File: config.mk
export PLATFORM = sky130hd
export DESIGN_NAME = bus_err_slave
export DESIGN_NICKNAME = d
export VERILOG_FILES = /design/src/rtl/bus_pkg.sv /design/src/rtl/bus_err_slave.sv
export SDC_FILE = /design/constraint.sdc
export NUM_CORES = 1
export LEC_CHECK = 0
export BUFFER_PORTS_ARGS = -buffer_cell sky130_fd_sc_hd__buf_2
export CAP_MARGIN = 0
export CELL_PAD_IN_SITES_DETAIL_PLACEMENT = 2
export CELL_PAD_IN_SITES_GLOBAL_PLACEMENT = 2
export CORE_ASPECT_RATIO = 1.4
export CORE_UTILIZATION = 10
export CTS_CLUSTER_DIAMETER = 80
export DETAILED_ROUTE_END_ITERATION = 10
export HOLD_SLACK_MARGIN = 0.03
export PLACE_DENSITY_LB_ADDON = 0.1
export SLEW_MARGIN = 25
export SYNTH_ARGS = -nofsm -noshare
export SYNTH_HDL_FRONTEND = slang
export SYNTH_SLANG_ARGS = --single-unit
File: constraint.sdc
create_clock -name i_clk -period 1.3 [get_ports i_clk]
set_input_delay 0.065 -clock i_clk [delete_from_list [all_inputs] [get_ports i_clk]]
set_output_delay 0.065 -clock i_clk [all_outputs]
set_load 0.03 [all_outputs]
File: src/rtl/bus_pkg.sv
// System bus package: widths, memory map, response codes and slave state encoding
package bus_pkg;

    localparam int ADDR_BITS = 16;
    localparam int DATA_BITS = 32;
    localparam int MST_TOTAL = 2;
    localparam int SLV_TOTAL = 2;   // Default slave sits at slot SLV_TOTAL
    localparam int PAGE_BITS = 8;   // 256-byte decode pages

    // Page bounds per slave, end is exclusive
    localparam logic [SLV_TOTAL-1:0][ADDR_BITS-PAGE_BITS-1:0] SLV_MAP_START = {
        8'h10,  // Slave 1 at 0x1000
        8'h00   // Slave 0 at 0x0000
    };
    localparam logic [SLV_TOTAL-1:0][ADDR_BITS-PAGE_BITS-1:0] SLV_MAP_END = {
        8'h14,
        8'h04
    };

    typedef enum logic [1:0] {
        RESP_OKAY   = 2'b00,
        RESP_SLVERR = 2'b10,
        RESP_DECERR = 2'b11
    } resp_e;

    // Write side sequence of every slave
    typedef enum logic [1:0] {
        ST_IDLE  = 2'd0,
        ST_WDATA = 2'd1,
        ST_BRESP = 2'd2
    } slv_state_e;

endpackage

File: src/rtl/bus_err_slave.sv
// Default slave that completes every read and write with a decode error
module bus_err_slave (
    input  logic                          i_clk,
    input  logic                          i_nrst,
    input  logic                          i_ar_valid,
    input  logic [bus_pkg::ADDR_BITS-1:0] i_ar_addr,
    output logic                          o_ar_ready,
    output logic                          o_r_valid,
    output logic [bus_pkg::DATA_BITS-1:0] o_r_data,
    output logic [1:0]                    o_r_resp,
    input  logic                          i_r_ready,
    input  logic                          i_aw_valid,
    input  logic [bus_pkg::ADDR_BITS-1:0] i_aw_addr,
    output logic                          o_aw_ready,
    input  logic                          i_w_valid,
    input  logic [bus_pkg::DATA_BITS-1:0] i_w_data,
    output logic                          o_w_ready,
    output logic                          o_b_valid,
    output logic [1:0]                    o_b_resp,
    input  logic                          i_b_ready
);

    logic rd_pend;
    bus_pkg::slv_state_e wr_state;

    assign o_ar_ready = ~rd_pend;
    assign o_r_valid = rd_pend;
    assign o_r_data = '1;   // Nothing behind this slot
    assign o_r_resp = bus_pkg::RESP_DECERR;
    assign o_aw_ready = (wr_state == bus_pkg::ST_IDLE);
    assign o_w_ready = (wr_state == bus_pkg::ST_WDATA);
    assign o_b_valid = (wr_state == bus_pkg::ST_BRESP);
    assign o_b_resp = bus_pkg::RESP_DECERR;

    always_ff @(posedge i_clk or negedge i_nrst) begin
        if (!i_nrst) begin
            rd_pend <= 1'b0;
            wr_state <= bus_pkg::ST_IDLE;
        end else begin
            if (i_ar_valid && !rd_pend) rd_pend <= 1'b1;
            else if (i_r_ready) rd_pend <= 1'b0;
            case (wr_state)
                bus_pkg::ST_IDLE:  if (i_aw_valid) wr_state <= bus_pkg::ST_WDATA;
                bus_pkg::ST_WDATA: if (i_w_valid) wr_state <= bus_pkg::ST_BRESP;
                default:           if (i_b_ready) wr_state <= bus_pkg::ST_IDLE;
            endcase
        end
    end

endmodule

==> flow_summary.toml <==
[outcome]
status = "complete, no violations"

[timing]
rsz0062_at_grt = "no"
clock_skew_ns = 0.000001041
worst_slack_ns = 0.1942
tns_ns = 0
timing_hold_violations_final = 0
setup_viol = 0
max_freq_mhz = 904.3
post-route-period-util = 0.8506
slew_viol_final = 0
period_needed_ns = 1.106

[power]
p_int_mw = 0.4349
totalPowerFinal_mw = 0.8582
cellLeakagePower_nw = 0.2625
pwr-share-clk = 0.318
switchingPower_mw = 0.4233
switching_share = 0.4933
combPwrFrac = 0.486
pwr-share-seq = 0.196
power.density_mw_per_mm2 = 1932
vdd_ir_drop_max_mv = 0.5887

[detailed_routing]
ant_nets = 0
num_vias = 267
drtIter0Drc = 0
routed_via_density = 2.450
route.detailed.wl_per_inst_um = 5.771
drt_pass1_iterations = 1
drt-total-wl_um = 629
drc = 0

[critical_path]
worstPathRequired_ns = 1.24
cp-startpoint = "wr_state[1]$_DFFE_PN0P_"
crit_type = "reg -> out"
worstRegToRegCells = 2
r2r_start = "wr_state[1]$_DFFE_PN0P_"
worstPathMaxFanout = 5
start_kind = "register"
crit_path_end_kind = "output port"
cp.arrival_ns = 1.04

[job]
max-cap-violations = 0

[min_path]
whs_path_depth = 2
hold_start = "i_aw_valid"
holdCritPathClass = "in -> reg"

[placed_design]
place.detailed.hpwl_um = 528.7
preCtsSetupSlack_ns = 0.4129
dpl_cell_area_um2 = 379.1
portBuffers = 11
gp_congestion = 0.5897

[layout]
syn_to_final_growth_pct = 8.563
fill_cells = 492
final_cell_mix = "conb_1, buf_2, clkbuf_8, dfrtp_1"
stdcell_area_um2 = 444.2
layout.nets = 138
antenna_cells = 0
layout_commonest_cell = "conb_1"
drive_above_1_share = 0.2121

[floorplan]
io_pins = 112
initial_core_util = 0.1044
dieHeight_um = 77.69
coreArea_mm2 = 0.003919
die-area_mm2 = 0.004355
fp.dieW_um = 56.06
fp-row-count = 27

[clock_tree]
cts_buffers = 3
root_buffer = "clkbuf_8"
post_cts_buffers = 0
clockBufferDepth = 2
path_clk_slew_ns = 0.03
cts_tree = "yes"
htreeDepth = 1
clk_latency_ns = 0.21
post_cts_resized = 0
cts_sinks = 3
postCtsHoldBufs = 2

[grt]
grt_pass1_wl_um = 855
grt_use_total = 0.02907
antenna_found_initial = 0
overflow = 0
grt_pass1_vias = 191
grt_max_degree = 6

[synthesis]
yosysSeqAreaShare = 0.1835
syn_area_um2 = 409.1
yosys_warnings = 0
syn_avg_cell_area_um2 = 8.183
synth_cells = 50
synth.distinct_cells = 9
ys_ff_latch = 3
flip-flops by register name, summed over array words and instances (netlist names):
signal     flops
wr_state       2
o_r_valid      1
worst max-delay path, cell delays in order (launching register included):
cell     delay [ns]
dfrtp_1        0.42
nor2b_1        0.18
buf_2          0.23
routing by layer:
metal / global-route usage / up-vias / share of wire
li1: - / 113 / -
met1: 0.02608 / 108 / 0.38
met2: 0.03452 / 44 / 0.34
met3: 0.04000 / 2 / 0.27
met4: 0.01463 / 0 / 0.0032
met5: 0 / - / 0
layout make-up:
class | count | area [µm²] | share of cell area
Clock buffer | 4 | 45.04 | 0.1014
Inverter | 2 | 7.507 | 0.01690
Multi-Input combinational cell | 44 | 187.7 | 0.4225
Sequential cell | 3 | 75.07 | 0.1690
Tap cell | 43 | 53.80 | 0.1211
Timing Repair Buffer | 13 | 75.07 | 0.1690
metrics by stage:
stage / utilization / cells / hold WS, ns
2_1_floorplan: - / 85 / -0.2306
3_3_place_gp: 0.09674 / 103 / -0.1354
3_5_place_dp: 0.09674 / 103 / -0.1367
4_1_cts: 0.1133 / 109 / 0.07850
5_1_grt: 0.1133 / 109 / 0.08097
6_report: 0.1133 / 109 / 0.08427
cells in the mapped netlist (all sizes together):
library cell | instances | area [µm²]
a21oi | 1 | 5.000
a22o | 2 | 17.52
buf | 36 | 270.3
conb | 1 | 3.750
dfrtp | 3 | 75.07
inv | 2 | 7.510
mux2i | 1 | 10.01
nor2 | 2 | 7.510
nor2b | 2 | 12.51
cells by family (layout without fill, tap and decap cells):
logic type,after synthesis,after routing,share of synthesized area
mux,1,1,0.02447
compound gates,3,3,0.05504
other cells,1,36,0.009166
simple gates,4,4,0.04893
buf+inv,38,19,0.6789
flops,3,3,0.1835
worst paths after layout:
check / end / slack [ns]
max reg2reg: wr_state[0]$_DFFE_PN0P_ / 0.44
max in group asynchronous: wr_state[0]$_DFFE_PN0P_ / 1.01
max: o_w_ready / 0.19
min reg2reg: o_r_valid$_DFFE_PN0P_ / 0.50
min: wr_state[0]$_DFFE_PN0P_ / 0.08
min in group asynchronous: o_r_valid$_DFFE_PN0P_ / 0.18
power by group through the flow:
stage | Sequential [mW] | Clock (mW) | Combinational, mW
2_1_floorplan | 0.167 | 0 | 0.406
3_3_place_gp | 0.169 | 0 | 0.416
3_5_place_dp | 0.170 | 0 | 0.414
4_1_cts | 0.169 | 0.285 | 0.421
5_1_grt | 0.176 | 0.298 | 0.442
6_report | 0.168 | 0.273 | 0.417
No activity file was read; power rests on OpenSTA's default activity.
