<file path="src/rtl/bus_pkg.sv">
// System bus package: widths, memory map, response codes and slave state encoding
package bus_pkg;

    localparam int ADDR_BITS = 16;
    localparam int DATA_BITS = 32;
    localparam int MST_TOTAL = 2;
    localparam int SLV_TOTAL = 2;   // Default slave sits at slot SLV_TOTAL
    localparam int PAGE_BITS = 8;   // 256-byte decode pages

    // Page bounds per slave, end is exclusive
    localparam logic [SLV_TOTAL-1:0][ADDR_BITS-PAGE_BITS-1:0] SLV_MAP_START = {
        8'h10,  // Slave 1 at 0x1000
        8'h00   // Slave 0 at 0x0000
    };
    localparam logic [SLV_TOTAL-1:0][ADDR_BITS-PAGE_BITS-1:0] SLV_MAP_END = {
        8'h14,
        8'h04
    };

    typedef enum logic [1:0] {
        RESP_OKAY   = 2'b00,
        RESP_SLVERR = 2'b10,
        RESP_DECERR = 2'b11
    } resp_e;

    // Write side sequence of every slave
    typedef enum logic [1:0] {
        ST_IDLE  = 2'd0,
        ST_WDATA = 2'd1,
        ST_BRESP = 2'd2
    } slv_state_e;

endpackage

</file>
<file path="src/rtl/bus_xbar.sv">
// Bus crossbar: master arbitration, page decode and route-steered muxing of all five channels
module bus_xbar (
    input  logic                                                  i_clk,
    input  logic                                                  i_nrst,
    input  logic [bus_pkg::MST_TOTAL-1:0]                         i_ar_valid,
    input  logic [bus_pkg::MST_TOTAL-1:0][bus_pkg::ADDR_BITS-1:0] i_ar_addr,
    output logic [bus_pkg::MST_TOTAL-1:0]                         o_ar_ready,
    output logic [bus_pkg::MST_TOTAL-1:0]                         o_r_valid,
    output logic [bus_pkg::MST_TOTAL-1:0][bus_pkg::DATA_BITS-1:0] o_r_data,
    output logic [bus_pkg::MST_TOTAL-1:0][1:0]                    o_r_resp,
    input  logic [bus_pkg::MST_TOTAL-1:0]                         i_r_ready,
    input  logic [bus_pkg::MST_TOTAL-1:0]                         i_aw_valid,
    input  logic [bus_pkg::MST_TOTAL-1:0][bus_pkg::ADDR_BITS-1:0] i_aw_addr,
    output logic [bus_pkg::MST_TOTAL-1:0]                         o_aw_ready,
    input  logic [bus_pkg::MST_TOTAL-1:0]                         i_w_valid,
    input  logic [bus_pkg::MST_TOTAL-1:0][bus_pkg::DATA_BITS-1:0] i_w_data,
    output logic [bus_pkg::MST_TOTAL-1:0]                         o_w_ready,
    output logic [bus_pkg::MST_TOTAL-1:0]                         o_b_valid,
    output logic [bus_pkg::MST_TOTAL-1:0][1:0]                    o_b_resp,
    input  logic [bus_pkg::MST_TOTAL-1:0]                         i_b_ready,
    output logic [bus_pkg::SLV_TOTAL:0]                           o_s_ar_valid,
    output logic [bus_pkg::SLV_TOTAL:0][bus_pkg::ADDR_BITS-1:0]   o_s_ar_addr,
    input  logic [bus_pkg::SLV_TOTAL:0]                           i_s_ar_ready,
    input  logic [bus_pkg::SLV_TOTAL:0]                           i_s_r_valid,
    input  logic [bus_pkg::SLV_TOTAL:0][bus_pkg::DATA_BITS-1:0]   i_s_r_data,
    input  logic [bus_pkg::SLV_TOTAL:0][1:0]                      i_s_r_resp,
    output logic [bus_pkg::SLV_TOTAL:0]                           o_s_r_ready,
    output logic [bus_pkg::SLV_TOTAL:0]                           o_s_aw_valid,
    output logic [bus_pkg::SLV_TOTAL:0][bus_pkg::ADDR_BITS-1:0]   o_s_aw_addr,
    input  logic [bus_pkg::SLV_TOTAL:0]                           i_s_aw_ready,
    output logic [bus_pkg::SLV_TOTAL:0]                           o_s_w_valid,
    output logic [bus_pkg::SLV_TOTAL:0][bus_pkg::DATA_BITS-1:0]   o_s_w_data,
    input  logic [bus_pkg::SLV_TOTAL:0]                           i_s_w_ready,
    input  logic [bus_pkg::SLV_TOTAL:0]                           i_s_b_valid,
    input  logic [bus_pkg::SLV_TOTAL:0][1:0]                      i_s_b_resp,
    output logic [bus_pkg::SLV_TOTAL:0]                           o_s_b_ready
);

    localparam int MST = bus_pkg::MST_TOTAL;
    localparam int SLV = bus_pkg::SLV_TOTAL;
    localparam int MW = $clog2(MST + 1);
    localparam int SW = $clog2(SLV + 2);
    localparam logic [MW-1:0] M_IDLE = MW'(MST);
    localparam logic [SW-1:0] S_IDLE = SW'(SLV + 1);   // One past the default slave

    logic [MW-1:0] r_midx, w_midx, b_midx;
    logic [SW-1:0] r_sidx, w_sidx, b_sidx;
    logic [MW-1:0] ar_midx, aw_midx;
    logic [SW-1:0] ar_sidx, aw_sidx;
    logic ar_req, aw_req;
    logic [bus_pkg::ADDR_BITS-1:0] ar_addr, aw_addr;
    logic sel_ar_ready, sel_aw_ready, sel_r_valid, sel_r_ready;
    logic sel_w_valid, sel_w_ready, sel_b_valid, sel_b_ready;
    logic [1:0] sel_r_resp, sel_b_resp;
    logic [bus_pkg::DATA_BITS-1:0] sel_r_data, sel_w_data;
    logic r_busy, w_busy, b_busy;
    logic ar_fire, aw_fire, r_fire, w_fire, b_fire;

    // Page match against the map, unmapped pages go to the default slave
    function automatic logic [SW-1:0] decode(input logic [bus_pkg::ADDR_BITS-1:0] addr);
        logic [bus_pkg::ADDR_BITS-bus_pkg::PAGE_BITS-1:0] page;
        logic [SW-1:0] sidx;
        page = addr[bus_pkg::ADDR_BITS-1:bus_pkg::PAGE_BITS];
        sidx = SW'(SLV);
        for (int i = 0; i < SLV; i++) begin
            if (page >= bus_pkg::SLV_MAP_START[i] && page < bus_pkg::SLV_MAP_END[i]) begin
                sidx = SW'(i);
            end
        end
        return sidx;
    endfunction

    // Highest requesting master wins
    always_comb begin
        ar_midx = M_IDLE;
        aw_midx = M_IDLE;
        ar_req = 1'b0;
        aw_req = 1'b0;
        ar_addr = '0;
        aw_addr = '0;
        for (int i = 0; i < MST; i++) begin
            if (i_ar_valid[i]) begin
                ar_midx = MW'(i);
                ar_req = 1'b1;
                ar_addr = i_ar_addr[i];
            end
            if (i_aw_valid[i]) begin
                aw_midx = MW'(i);
                aw_req = 1'b1;
                aw_addr = i_aw_addr[i];
            end
        end
    end

    assign ar_sidx = decode(ar_addr);
    assign aw_sidx = decode(aw_addr);

    // Pick the signals of the routed ports
    always_comb begin
        sel_ar_ready = 1'b0;
        sel_aw_ready = 1'b0;
        sel_r_valid = 1'b0;
        sel_r_data = '0;
        sel_r_resp = '0;
        sel_w_ready = 1'b0;
        sel_b_valid = 1'b0;
        sel_b_resp = '0;
        sel_r_ready = 1'b0;
        sel_w_valid = 1'b0;
        sel_w_data = '0;
        sel_b_ready = 1'b0;
        for (int j = 0; j <= SLV; j++) begin
            if (ar_sidx == SW'(j)) sel_ar_ready = i_s_ar_ready[j];
            if (aw_sidx == SW'(j)) sel_aw_ready = i_s_aw_ready[j];
            if (w_sidx == SW'(j)) sel_w_ready = i_s_w_ready[j];
            if (r_sidx == SW'(j)) begin
                sel_r_valid = i_s_r_valid[j];
                sel_r_data = i_s_r_data[j];
                sel_r_resp = i_s_r_resp[j];
            end
            if (b_sidx == SW'(j)) begin
                sel_b_valid = i_s_b_valid[j];
                sel_b_resp = i_s_b_resp[j];
            end
        end
        for (int i = 0; i < MST; i++) begin
            if (r_midx == MW'(i)) sel_r_ready = i_r_ready[i];
            if (b_midx == MW'(i)) sel_b_ready = i_b_ready[i];
            if (w_midx == MW'(i)) begin
                sel_w_valid = i_w_valid[i];
                sel_w_data = i_w_data[i];
            end
        end
    end

    assign r_fire = sel_r_valid & sel_r_ready;
    assign b_fire = sel_b_valid & sel_b_ready;
    assign r_busy = (r_sidx != S_IDLE) & ~r_fire;   // Frees on the last read beat
    assign b_busy = (b_sidx != S_IDLE) & ~b_fire;
    assign w_busy = ((w_sidx != S_IDLE) & ~w_fire) | b_busy;
    assign ar_fire = ar_req & sel_ar_ready & ~r_busy;
    assign aw_fire = aw_req & sel_aw_ready & ~w_busy;
    assign w_fire = sel_w_valid & sel_w_ready & ~b_busy;

    always_comb begin
        for (int i = 0; i < MST; i++) begin
            o_ar_ready[i] = (ar_midx == MW'(i)) & sel_ar_ready & ~r_busy;
            o_aw_ready[i] = (aw_midx == MW'(i)) & sel_aw_ready & ~w_busy;
            o_w_ready[i] = (w_midx == MW'(i)) & sel_w_ready & ~b_busy;
            o_r_valid[i] = (r_midx == MW'(i)) & sel_r_valid;
            o_b_valid[i] = (b_midx == MW'(i)) & sel_b_valid;
            o_r_data[i] = sel_r_data;   // Payload broadcast, valid picks the owner
            o_r_resp[i] = sel_r_resp;
            o_b_resp[i] = sel_b_resp;
        end
        for (int j = 0; j <= SLV; j++) begin
            o_s_ar_valid[j] = (ar_sidx == SW'(j)) & ar_req & ~r_busy;
            o_s_aw_valid[j] = (aw_sidx == SW'(j)) & aw_req & ~w_busy;
            o_s_w_valid[j] = (w_sidx == SW'(j)) & sel_w_valid & ~b_busy;
            o_s_r_ready[j] = (r_sidx == SW'(j)) & sel_r_ready;
            o_s_b_ready[j] = (b_sidx == SW'(j)) & sel_b_ready;
            o_s_ar_addr[j] = ar_addr;
            o_s_aw_addr[j] = aw_addr;
            o_s_w_data[j] = sel_w_data;
        end
    end

    always_ff @(posedge i_clk or negedge i_nrst) begin
        if (!i_nrst) begin
            r_midx <= M_IDLE;
            r_sidx <= S_IDLE;
            w_midx <= M_IDLE;
            w_sidx <= S_IDLE;
            b_midx <= M_IDLE;
            b_sidx <= S_IDLE;
        end else begin
            if (ar_fire) begin
                r_midx <= ar_midx;
                r_sidx <= ar_sidx;
            end else if (r_fire) begin
                r_midx <= M_IDLE;
                r_sidx <= S_IDLE;
            end
            if (aw_fire) begin
                w_midx <= aw_midx;
                w_sidx <= aw_sidx;
            end else if (w_fire) begin
                w_midx <= M_IDLE;
                w_sidx <= S_IDLE;
            end
            // Write data hands its route over to the response
            if (w_fire) begin
                b_midx <= w_midx;
                b_sidx <= w_sidx;
            end else if (b_fire) begin
                b_midx <= M_IDLE;
                b_sidx <= S_IDLE;
            end
        end
    end

endmodule

</file>
<file path="config.mk">
export PLATFORM = sky130hd
export DESIGN_NAME = bus_xbar
export DESIGN_NICKNAME = d
export VERILOG_FILES = /design/src/rtl/bus_pkg.sv /design/src/rtl/bus_xbar.sv
export SDC_FILE = /design/constraint.sdc
export NUM_CORES = 1
export LEC_CHECK = 0
export ABC_AREA = 1
export BUFFER_PORTS_ARGS = -buffer_cell sky130_fd_sc_hd__clkbuf_2
export CORE_AREA = 2 2 216 218
export DETAILED_ROUTE_END_ITERATION = 16
export DIE_AREA = 0 0 218 220
export GPL_ROUTABILITY_DRIVEN = 0
export HOLD_SLACK_MARGIN = 0.05
export SLEW_MARGIN = 20
export SYNTH_ARGS = -nofsm -noshare
export SYNTH_HDL_FRONTEND = slang
export SYNTH_SLANG_ARGS = --single-unit
</file>
<file path="constraint.sdc">
create_clock -name i_clk -period 2.5 [get_ports i_clk]
set_input_delay 0 -clock i_clk [delete_from_list [all_inputs] [get_ports i_clk]]
set_output_delay 0 -clock i_clk [all_outputs]
set_load 0.05 [all_outputs]
</file>
==> metrics.md, run 1 <==
| Metric | Value |
|---|---|
| Outcome | `finished, final reports clean` |
| Final Skew | `0.00312 ns` |
| Crit Path Max Fanout | `7` |
| Placed cell area | `0.00622 mm²` |
| Initial core utilization | `0.0861` |
| Post-synth top area share | `0.321` |
| 1st-pass router iterations | `4` |
| Commonest non-fill, non-tap cell in the layout | `clkbuf_2` |
| Sequential-to-total area share from yosys stat | `0.0789` |
| Final period utilization | `0.847` |
| Drt drc | `0` |
| Post-Route WL | `21100 µm` |
| Tightest Pin Transition | `0.478 ns` |
| Synth Cell Area | `0.00395 mm²` |
| Min-delay src | `i_r_ready[1]` |
| Syn Inst Count | `680` |
| DR WL/cell | `12.8 µm` |
| Startpoint types | `register` |
| Static leakage | `0.00394 µW` |
| Fin nets | `1313` |
| Worst hold-check path type | `in2reg` |
| CTS buffer count | `3` |
| Final slew viol count | `0` |
| Setup TNS | `0 ns` |
| Layout cells sized above 1 | `0.589` |
| Worst r2r src | `b_sidx[0]` |
| Max-cap check violation count | `0` |
| Final Hold Vio Count | `0` |
| Post-CTS resize count | `0` |
| Final instance area | `0.00631 mm²` |
| Critical Path Start | `r_sidx[0]` |
| Total track usage | `0.0780` |
| Die height | `220 µm` |
| Max clock buf depth | `2` |
| Total grt overflow | `0` |
| Setup CP Type | `reg2out` |
| Synth Register Bits | `12` |
| Nature of the critical path endpoint | `output port` |
| Vias per Instance | `3.27` |
| WHS | `0.174 ns` |
| Critical Path RT | `2.50 ns` |
| Peak Freq | `472 MHz` |
| ANT nets after route | `0` |
| Post-synth top area cell | `buf_4` |
| Post-Syn Nets | `943` |
| Largest cells by area after synthesis | `buf_4 (32%), nand2_1 (23%), nand3_1 (13%)` |
| ANT cells | `0` |
| Number of global-route vias before repair | `4476` |
| Vias | `5423` |
| FILL cells | `5446` |
| CTS sink count | `12` |
| Most frequent cells in the layout | `clkbuf_2 (546), nand2_1 (237), nand3_1 (102)` |
| Clock transition at the registers of the reported paths | `0.05 ns` |
| CTS tree | `yes` |
| I/O pin count | `552` |
| Initial antenna violation count | `2` |
| PwrDens | `963 mW/mm²` |
| Die width | `218 µm` |
| H-tree depth | `1` |
| Flop2flop setup slack | `0.77 ns` |
| Library cells used by synthesis | `33` |
| Slew Limit Headroom | `0.682` |
| First-pass GRT wire length | `28100 µm` |
| Die area | `0.0480 mm²` |
| Pre-CTS setup slack | `0.624 ns` |
| Buffers on Ports | `551` |
| Core area | `0.0459 mm²` |
| Peak VDD IR | `1.02 mV` |
| Starting DRT DRC Count | `224` |
| RSZ-0062 raised after global routing | `no` |
| Final setup fails | `0` |
| Row count | `79` |
| Clk Latency, worst-skew pair | `0.25 ns` |
| Largest net degree at the start of global routing | `36` |
| Tot Pwr | `6080 µW` |
| WP data arrival | `2.12 ns` |
| Min Tclk post-route | `2.12 ns` |
| Total number of yosys warnings | `0` |
| Mean Syn Cell Area | `5.81 µm²` |
| Area Growth Syn to Fin | `59.9%` |
| Worst setup margin | `0.383 ns` |
| Dpl hpwl | `19100 µm` |
| Clock Tree Root | `clkbuf_16` |
sequential cells by signal, indices dropped and copies added, names as in the netlist:
signal,cells
b_midx,2
b_sidx,2
r_midx,2
r_sidx,2
w_midx,2
w_sidx,2
final cells by class:
cell class	count	area (µm²)	area share
clock buffers	4	88.8	0.0141
inverters	42	164	0.0260
flip-flops and latches	12	312	0.0493
repair buffers	560	2900	0.460
multi-input cells	431	2090	0.331
well taps	607	759	0.120
synthesized netlist by cell type (all sizes together):
cell type	instances
a22o	20
o21ai	8
dfstp	9
buf	178
inv	39
nand4	3
a21oi	3
dfrtp	3
nor3	12
a21boi	1
and3	1
nor2	25
nand3	107
clkinv	3
nand2	251
clkbuf	17
worst max-delay path, stage by stage (launching register included):
cell and delay (ns):
dfstp_2 0.68, inv_4 0.08, nor2_8 0.08, nand2_1 0.07
nand3_2 0.10, nand2_4 0.08, nand2_2 0.08, o21ai_2 0.08
clkinv_2 0.08, nand2_4 0.07, inv_2 0.07, nand2_1 0.06
inv_1 0.06, clkbuf_2 0.28
cells by family after synthesis:
family                 synth area share
and+or+nand+nor                   0.466
buffers and inverters             0.392
AOI/OAI and AO/OA                0.0631
DFF                              0.0789
repair_timing:
action,4_1_cts,5_1_grt
hold endpoints to repair,12,0
hold buffers,1,0
setup buffers,0,0
report_power, final:
group | switching [µW] | total, µW | internal, µW | leakage, µW
logic | 4380 | 5410 | 1030 | 0.00377
clock network | 103 | 347 | 243 | 0.0000442
registers | 77.1 | 325 | 248 | 0.000130
metrics by stage:
step | instances | util
floorplan | 680 | -
global placement | 1651 | 0.136
detailed placement | 1651 | 0.136
CTS | 1656 | 0.138
global route | 1656 | 0.138
finish | 1656 | 0.138
worst paths after layout:
kind                                 endpoint  cells after the start
min in group asynchronous           r_midx[0]                      2
worst min-delay path                r_midx[1]                      5
worst min register to register      r_midx[1]                      2
worst max register to register      w_midx[1]                      9
worst max-delay path            o_ar_ready[1]                     13
max in group asynchronous           w_midx[1]                      2
routing by layer:
metal / up-vias / track usage / part of all wire
met3: 11 / 0.0200 / 0.10
met1: 2379 / 0.112 / 0.46
met2: 299 / 0.116 / 0.44
met4: 0 / 0.0154 / 0.0081
li1: 2734 / - / -
met5: - / 0 / 0
No activity file was read; power rests on OpenSTA's default activity.
==> inputs of run 2 (changes only) <==
==> constraint.sdc (replaced) <==
create_clock -name i_clk -period 2.08 [get_ports i_clk]
set_input_delay 0 -clock i_clk [delete_from_list [all_inputs] [get_ports i_clk]]
set_output_delay 0 -clock i_clk [all_outputs]
set_load 0.05 [all_outputs]
==> metrics.md, run 2 (synthesis gave the netlist of run 1 again) <==
| Metric | Value |
|---|---|
| Clk pwr share | `0.060` |
| Family with the most delay on the worst path | `simple AND/OR/NAND/NOR gates` |
| Min Tclk post-route | `1.98 ns` |
| Critical Path RT | `2.08 ns` |
| Total track usage | `0.0760` |
| CTS tree | `yes` |
| Vias per Instance | `3.30` |
| WP data arrival | `1.98 ns` |
| Max clock buf depth | `2` |
| Worst hold-check path type | `in2reg` |
| DR WL/cell | `12.5 µm` |
| Initial core utilization | `0.0861` |
| Switch Pwr | `5460 µW` |
| PwrDens | `1130 mW/mm²` |
| Largest net degree at the start of global routing | `35` |
| Placed cell area | `0.00632 mm²` |
| Buffers on Ports | `551` |
| Tightest Pin Transition | `0.464 ns` |
| Max-cap check violation count | `0` |
| ANT cells | `0` |
| Switching part of the total | `0.739` |
| Final slew viol count | `0` |
| Die height | `220 µm` |
| Hold depth | `6` |
| H-tree depth | `1` |
| Final period utilization | `0.952` |
| Slew Limit Headroom | `0.690` |
| Min-delay src | `i_s_ar_ready[1]` |
| Power Internal | `1930 µW` |
| Final Hold Vio Count | `0` |
| Static leakage | `0.00403 µW` |
| Total grt overflow | `0` |
| RSZ-0062 raised after global routing | `yes` |
| WHS | `0.172 ns` |
| Starting DRT DRC Count | `194` |
| Outcome | `finished, final reports clean` |
| First-pass GRT wire length | `27400 µm` |
| ANT nets after route | `0` |
| Clock Tree Root | `clkbuf_16` |
| Nature of the critical path endpoint | `output port` |
| Tot Pwr | `7390 µW` |
| Crit Path Max Fanout | `8` |
| CP most frequent cell | `nand2_4` |
| Core area | `0.0459 mm²` |
| Area Growth Syn to Fin | `65.2%` |
| Slowest stage delay, CP | `0.61 ns` |
| Vias | `5512` |
| Setup CP Type | `reg2out` |
| Most frequent cells in the layout | `clkbuf_2 (540), nand2_1 (235), nand3_1 (102)` |
| Row count | `79` |
| Hold worst-path end | `r_sidx[1]` |
| Clock transition at the registers of the reported paths | `0.06 ns` |
| Post-Route WL | `20900 µm` |
| Number of global-route vias before repair | `4514` |
| Worst path bufs/invs | `1` |
| Reg2reg end | `w_midx[0]` |
| Combinational Power Share | `0.888` |
| Peak Freq | `505 MHz` |
| Flop2flop setup slack | `0.30 ns` |
| Final instance area | `0.00653 mm²` |
| Initial antenna violation count | `2` |
| Dpl hpwl | `18700 µm` |
| Cells along the critical path | `nand3_1 -> nand3_2 -> nand2_2 -> nand2_4 -> nand2_4 -> nand2_4 -> nand2_2 -> nor3_4 -> buf_8` |
| I/O pin count | `552` |
| Die width | `218 µm` |
| Commonest non-fill, non-tap cell in the layout | `clkbuf_2` |
| Final setup fails | `0` |
| Layout cells sized above 1 | `0.602` |
| Worst r2r src | `b_sidx[1]` |
| CTS sink count | `12` |
| Peak VDD IR | `1.17 mV` |
| Drt drc | `0` |
| CTS buffer count | `3` |
| Startpoint types | `register` |
| Crit-path slowest cell | `dfstp_2` |
| Die area | `0.0480 mm²` |
| 1st-pass router iterations | `5` |
| Fin nets | `1325` |
| Clk Latency, worst-skew pair | `0.26 ns` |
| Reg2Reg Depth | `11` |
| Part of the power in registers | `0.052` |
| Final Skew | `0.00526 ns` |
==> run 2: worst max-delay path by stage <==
stage,cells past startpoint,endpoint,slack [ns],start
after floorplan,7,o_s_w_valid[0],-0.04,b_sidx[0]
after global placement,9,o_s_aw_valid[2],0.19,b_sidx[0]
after detailed placement,9,o_s_aw_valid[2],0.19,b_sidx[0]
after CTS,13,o_ar_ready[1],0.02,r_sidx[1]
after global routing,9,o_s_aw_valid[0],-0.07,w_sidx[0]
final,9,o_s_aw_valid[0],0.1,b_sidx[0]
==> run 2: layer usage <==
layer  share of wire  global-route usage
met5         0.00057                   0
met1            0.42               0.101
met4          0.0063              0.0129
met2            0.48               0.126
met3           0.090              0.0170
==> run 2: per-stage QoR <==
stage | instances | util | setup WS (ns) | TNS (ns)
after CTS | 1665 | 0.141 | 0.0154 | 0
after global routing | 1668 | 0.142 | -0.0690 | -0.279
after floorplan | 680 | - | -0.0356 | -0.107
after global placement | 1658 | 0.138 | 0.191 | 0
final | 1668 | 0.142 | 0.0998 | 0
after detailed placement | 1658 | 0.138 | 0.191 | 0
==> run 2: final cells by class <==
type	count	area (µm²)
Timing Repair Buffer	572	3060
Fill cell	5420	39300
Clock buffer	4	88.8
Inverter	42	164
Tap cell	607	759
Multi-Input combinational cell	431	2140
Sequential cell	12	312
==> run 2: repair_timing <==
item                                    4_1_cts  5_1_grt
endpoints found under the setup margin        8        8
hold buffers                                  1        0
gates resized for setup                       8       16
gates cloned                                  0        0
setup buffers                                 2        3
hold endpoints to repair                      3        0
pin swaps                                     0        3
==> run 2: power groups by stage <==
stage	Clock [µW]	Combinational, µW	Sequential, µW
after floorplan	0	5650	314
after global placement	0	6540	391
after detailed placement	0	6530	393
after CTS	485	6580	383
after global routing	492	6900	391
final	447	6560	383
==> run 2: worst min-delay path, delay by kind of cell <==
family	cells	cell delay, ns
and+or+nand+nor	5	0.34
buffers and inverters	1	0.09
==> inputs of run 3 (changes only) <==
--- a/config.mk
+++ b/config.mk
@@ -11,6 +11,7 @@
 export DETAILED_ROUTE_END_ITERATION = 16
 export DIE_AREA = 0 0 218 220
 export GPL_ROUTABILITY_DRIVEN = 0
+export GPL_TIMING_DRIVEN = 0
 export HOLD_SLACK_MARGIN = 0.05
 export SLEW_MARGIN = 20
 export SYNTH_ARGS = -nofsm -noshare
==> metrics.md, run 3 (synthesis gave the netlist of run 1 again) <==
| Metric | Value |
|---|---|
| Outcome | `finished, final reports clean` |
| M1 GR Usage | `0.112` |
| Number of global-route vias before repair | `5462` |
| GRT busiest layer | `met2` |
| DR WL/cell | `12.3 µm` |
| Global-route met3 utilization | `0.0128` |
| Slowest stage delay, CP | `0.54 ns` |
| H-tree depth | `1` |
| Flop2flop setup slack | `0.23 ns` |
| Crit-path slowest cell | `dfstp_2` |
| First-pass GRT wire length | `31400 µm` |
| Nature of the critical path endpoint | `output port` |
| Worst r2r src | `b_sidx[0]` |
| Clock Tree Root | `clkbuf_16` |
| Die height | `220 µm` |
| ANT cells | `0` |
| RSZ-0062 raised after global routing | `yes` |
| Setup CP Type | `reg2out` |
| Final Skew | `0.000900 ns` |
| CP most frequent cell | `buf_4` |
| Initial antenna violation count | `0` |
| Starting DRT DRC Count | `243` |
| Crit Path Max Fanout | `10` |
| Final Hold Vio Count | `0` |
| Setup crit end | `o_r_data[48]` |
| Post-Route WL | `23000 µm` |
| Die area | `0.0480 mm²` |
| Clk Latency, worst-skew pair | `0.25 ns` |
| Most frequent cells in the layout | `clkbuf_2 (526), nand2_1 (232), buf_4 (203)` |
| Critical Path RT | `2.08 ns` |
| Die width | `218 µm` |
| Worst path bufs/invs | `6` |
| WP data arrival | `2.01 ns` |
| Worst hold-check path type | `in2async` |
| I/O pin count | `552` |
| CTS tree | `yes` |
| Vias per Instance | `3.32` |
| Drt drc | `0` |
| Final slew viol count | `0` |
| WHS | `0.202 ns` |
| Dpl cells | `1836` |
| Tightest Pin Transition | `0.547 ns` |
| Reg2Reg Depth | `10` |
| CTS buffer count | `3` |
| Core area | `0.0459 mm²` |
| Row count | `79` |
| Total grt overflow | `0` |
| Peak VDD IR | `1.06 mV` |
| Startpoint types | `register` |
| Static leakage | `0.00508 µW` |
| PwrDens | `1080 mW/mm²` |
| Total track usage | `0.0852` |
| 1st-pass router iterations | `6` |
| Vias | `6196` |
| Buffers on Ports | `549` |
| Reg2reg end | `b_midx[1]` |
| Peak Freq | `498 MHz` |
| Slew Limit Headroom | `0.635` |
| Max-cap check violation count | `0` |
| Final setup fails | `0` |
| Layout cells sized above 1 | `0.667` |
| Final std cells w/o fill | `1868` |
| Min Tclk post-route | `2.01 ns` |
| Area Growth Syn to Fin | `105%` |
| Initial core utilization | `0.0861` |
| Critical Path Start | `r_sidx[0]` |
| Max clock buf depth | `2` |
| Dpl hpwl | `20200 µm` |
| Fin nets | `1525` |
| Final period utilization | `0.966` |
| ANT nets after route | `0` |
| M2 GR Usage | `0.148` |
| Clock transition at the registers of the reported paths | `0.05 ns` |
| Cells along the critical path | `buf_12 -> buf_12 -> nor2_8 -> buf_4 -> clkbuf_4 -> nand2_1 -> nand3_2 -> buf_4 -> buf_4` |
| CTS sink count | `12` |
| Family with the most delay on the worst path | `buffers and inverters` |
| Largest net degree at the start of global routing | `13` |
| Commonest non-fill, non-tap cell in the layout | `clkbuf_2` |
| Crit. path cell count | `9` |
run 3: cell count changes in the layout (fill, tap and decap cells not counted), sizes merged:
cell,before,now
buf,31,224
clkinv,3,2
clkbuf,544,551
inv,39,40
run 3: metal layers:
metal / vias to the layer above / wire, µm
met5: - / 0
met4: 0 / 229
met3: 9 / 1940
met2: 327 / 11200
met1: 2694 / 9700
li1: 3166 / -
run 3: how the worst min path moves through the flow:
stage	slack, ns	to	cells after the start
after floorplan	-0.30	b_midx[0]	0
after global placement	-0.04	r_midx[0]	1
after detailed placement	-0.04	r_midx[0]	1
after CTS	0.19	r_sidx[1]	6
after global routing	0.26	r_midx[0]	2
final	0.20	r_midx[0]	2
run 3: area by class of cell:
class / instances / area, µm²
fillers: 5324 / 37800
repair buffers: 580 / 3130
multi-input cells: 431 / 2230
plain buffers: 192 / 1420
well taps: 607 / 759
flip-flops and latches: 12 / 312
inverters: 42 / 168
clock buffers: 4 / 88.8
run 3: worst register-to-register path: stages, from the launching register on:
cell     delay (ns)
dfstp_2        0.63
inv_2          0.10
nand3_1        0.09
nand3_2        0.11
nand2_2        0.11
nand2_4        0.11
nand2_8        0.12
buf_4          0.19
nand2_1        0.10
o21ai_0        0.16
inv_1          0.06
run 3: report_power, final:
| part | internal (µW) | switching, µW | leakage, µW | total (µW) |
|---|---|---|---|---|
| logic | 2410 | 5610 | 0.00491 | 8010 |
| registers | 296 | 27.4 | 0.000130 | 323 |
| clock network | 293 | 133 | 0.0000442 | 426 |
run 3: repair_timing:
item / in CTS / in global routing
hold buffers: 1 / 0
pin swaps: 12 / 8
setup endpoints to repair: 78 / 65
gates resized for setup: 58 / 62
hold endpoints to repair: 12 / 0
setup buffers: 23 / 7
run 3: stage by stage:
step                setup slack (ns)  power, µW  area (µm²)  utilization  TNS (ns)
finish                        0.0716       8760        8100        0.177         0
global route                 -0.0106       9230        8100        0.177   -0.0184
CTS                         0.000540       8680        7970        0.174         0
detailed placement           -0.0447       7690        7470        0.163   -0.0655
global placement             -0.0635       7690        7470        0.163    -0.120
floorplan                    -0.0356       5960        3960            -    -0.107
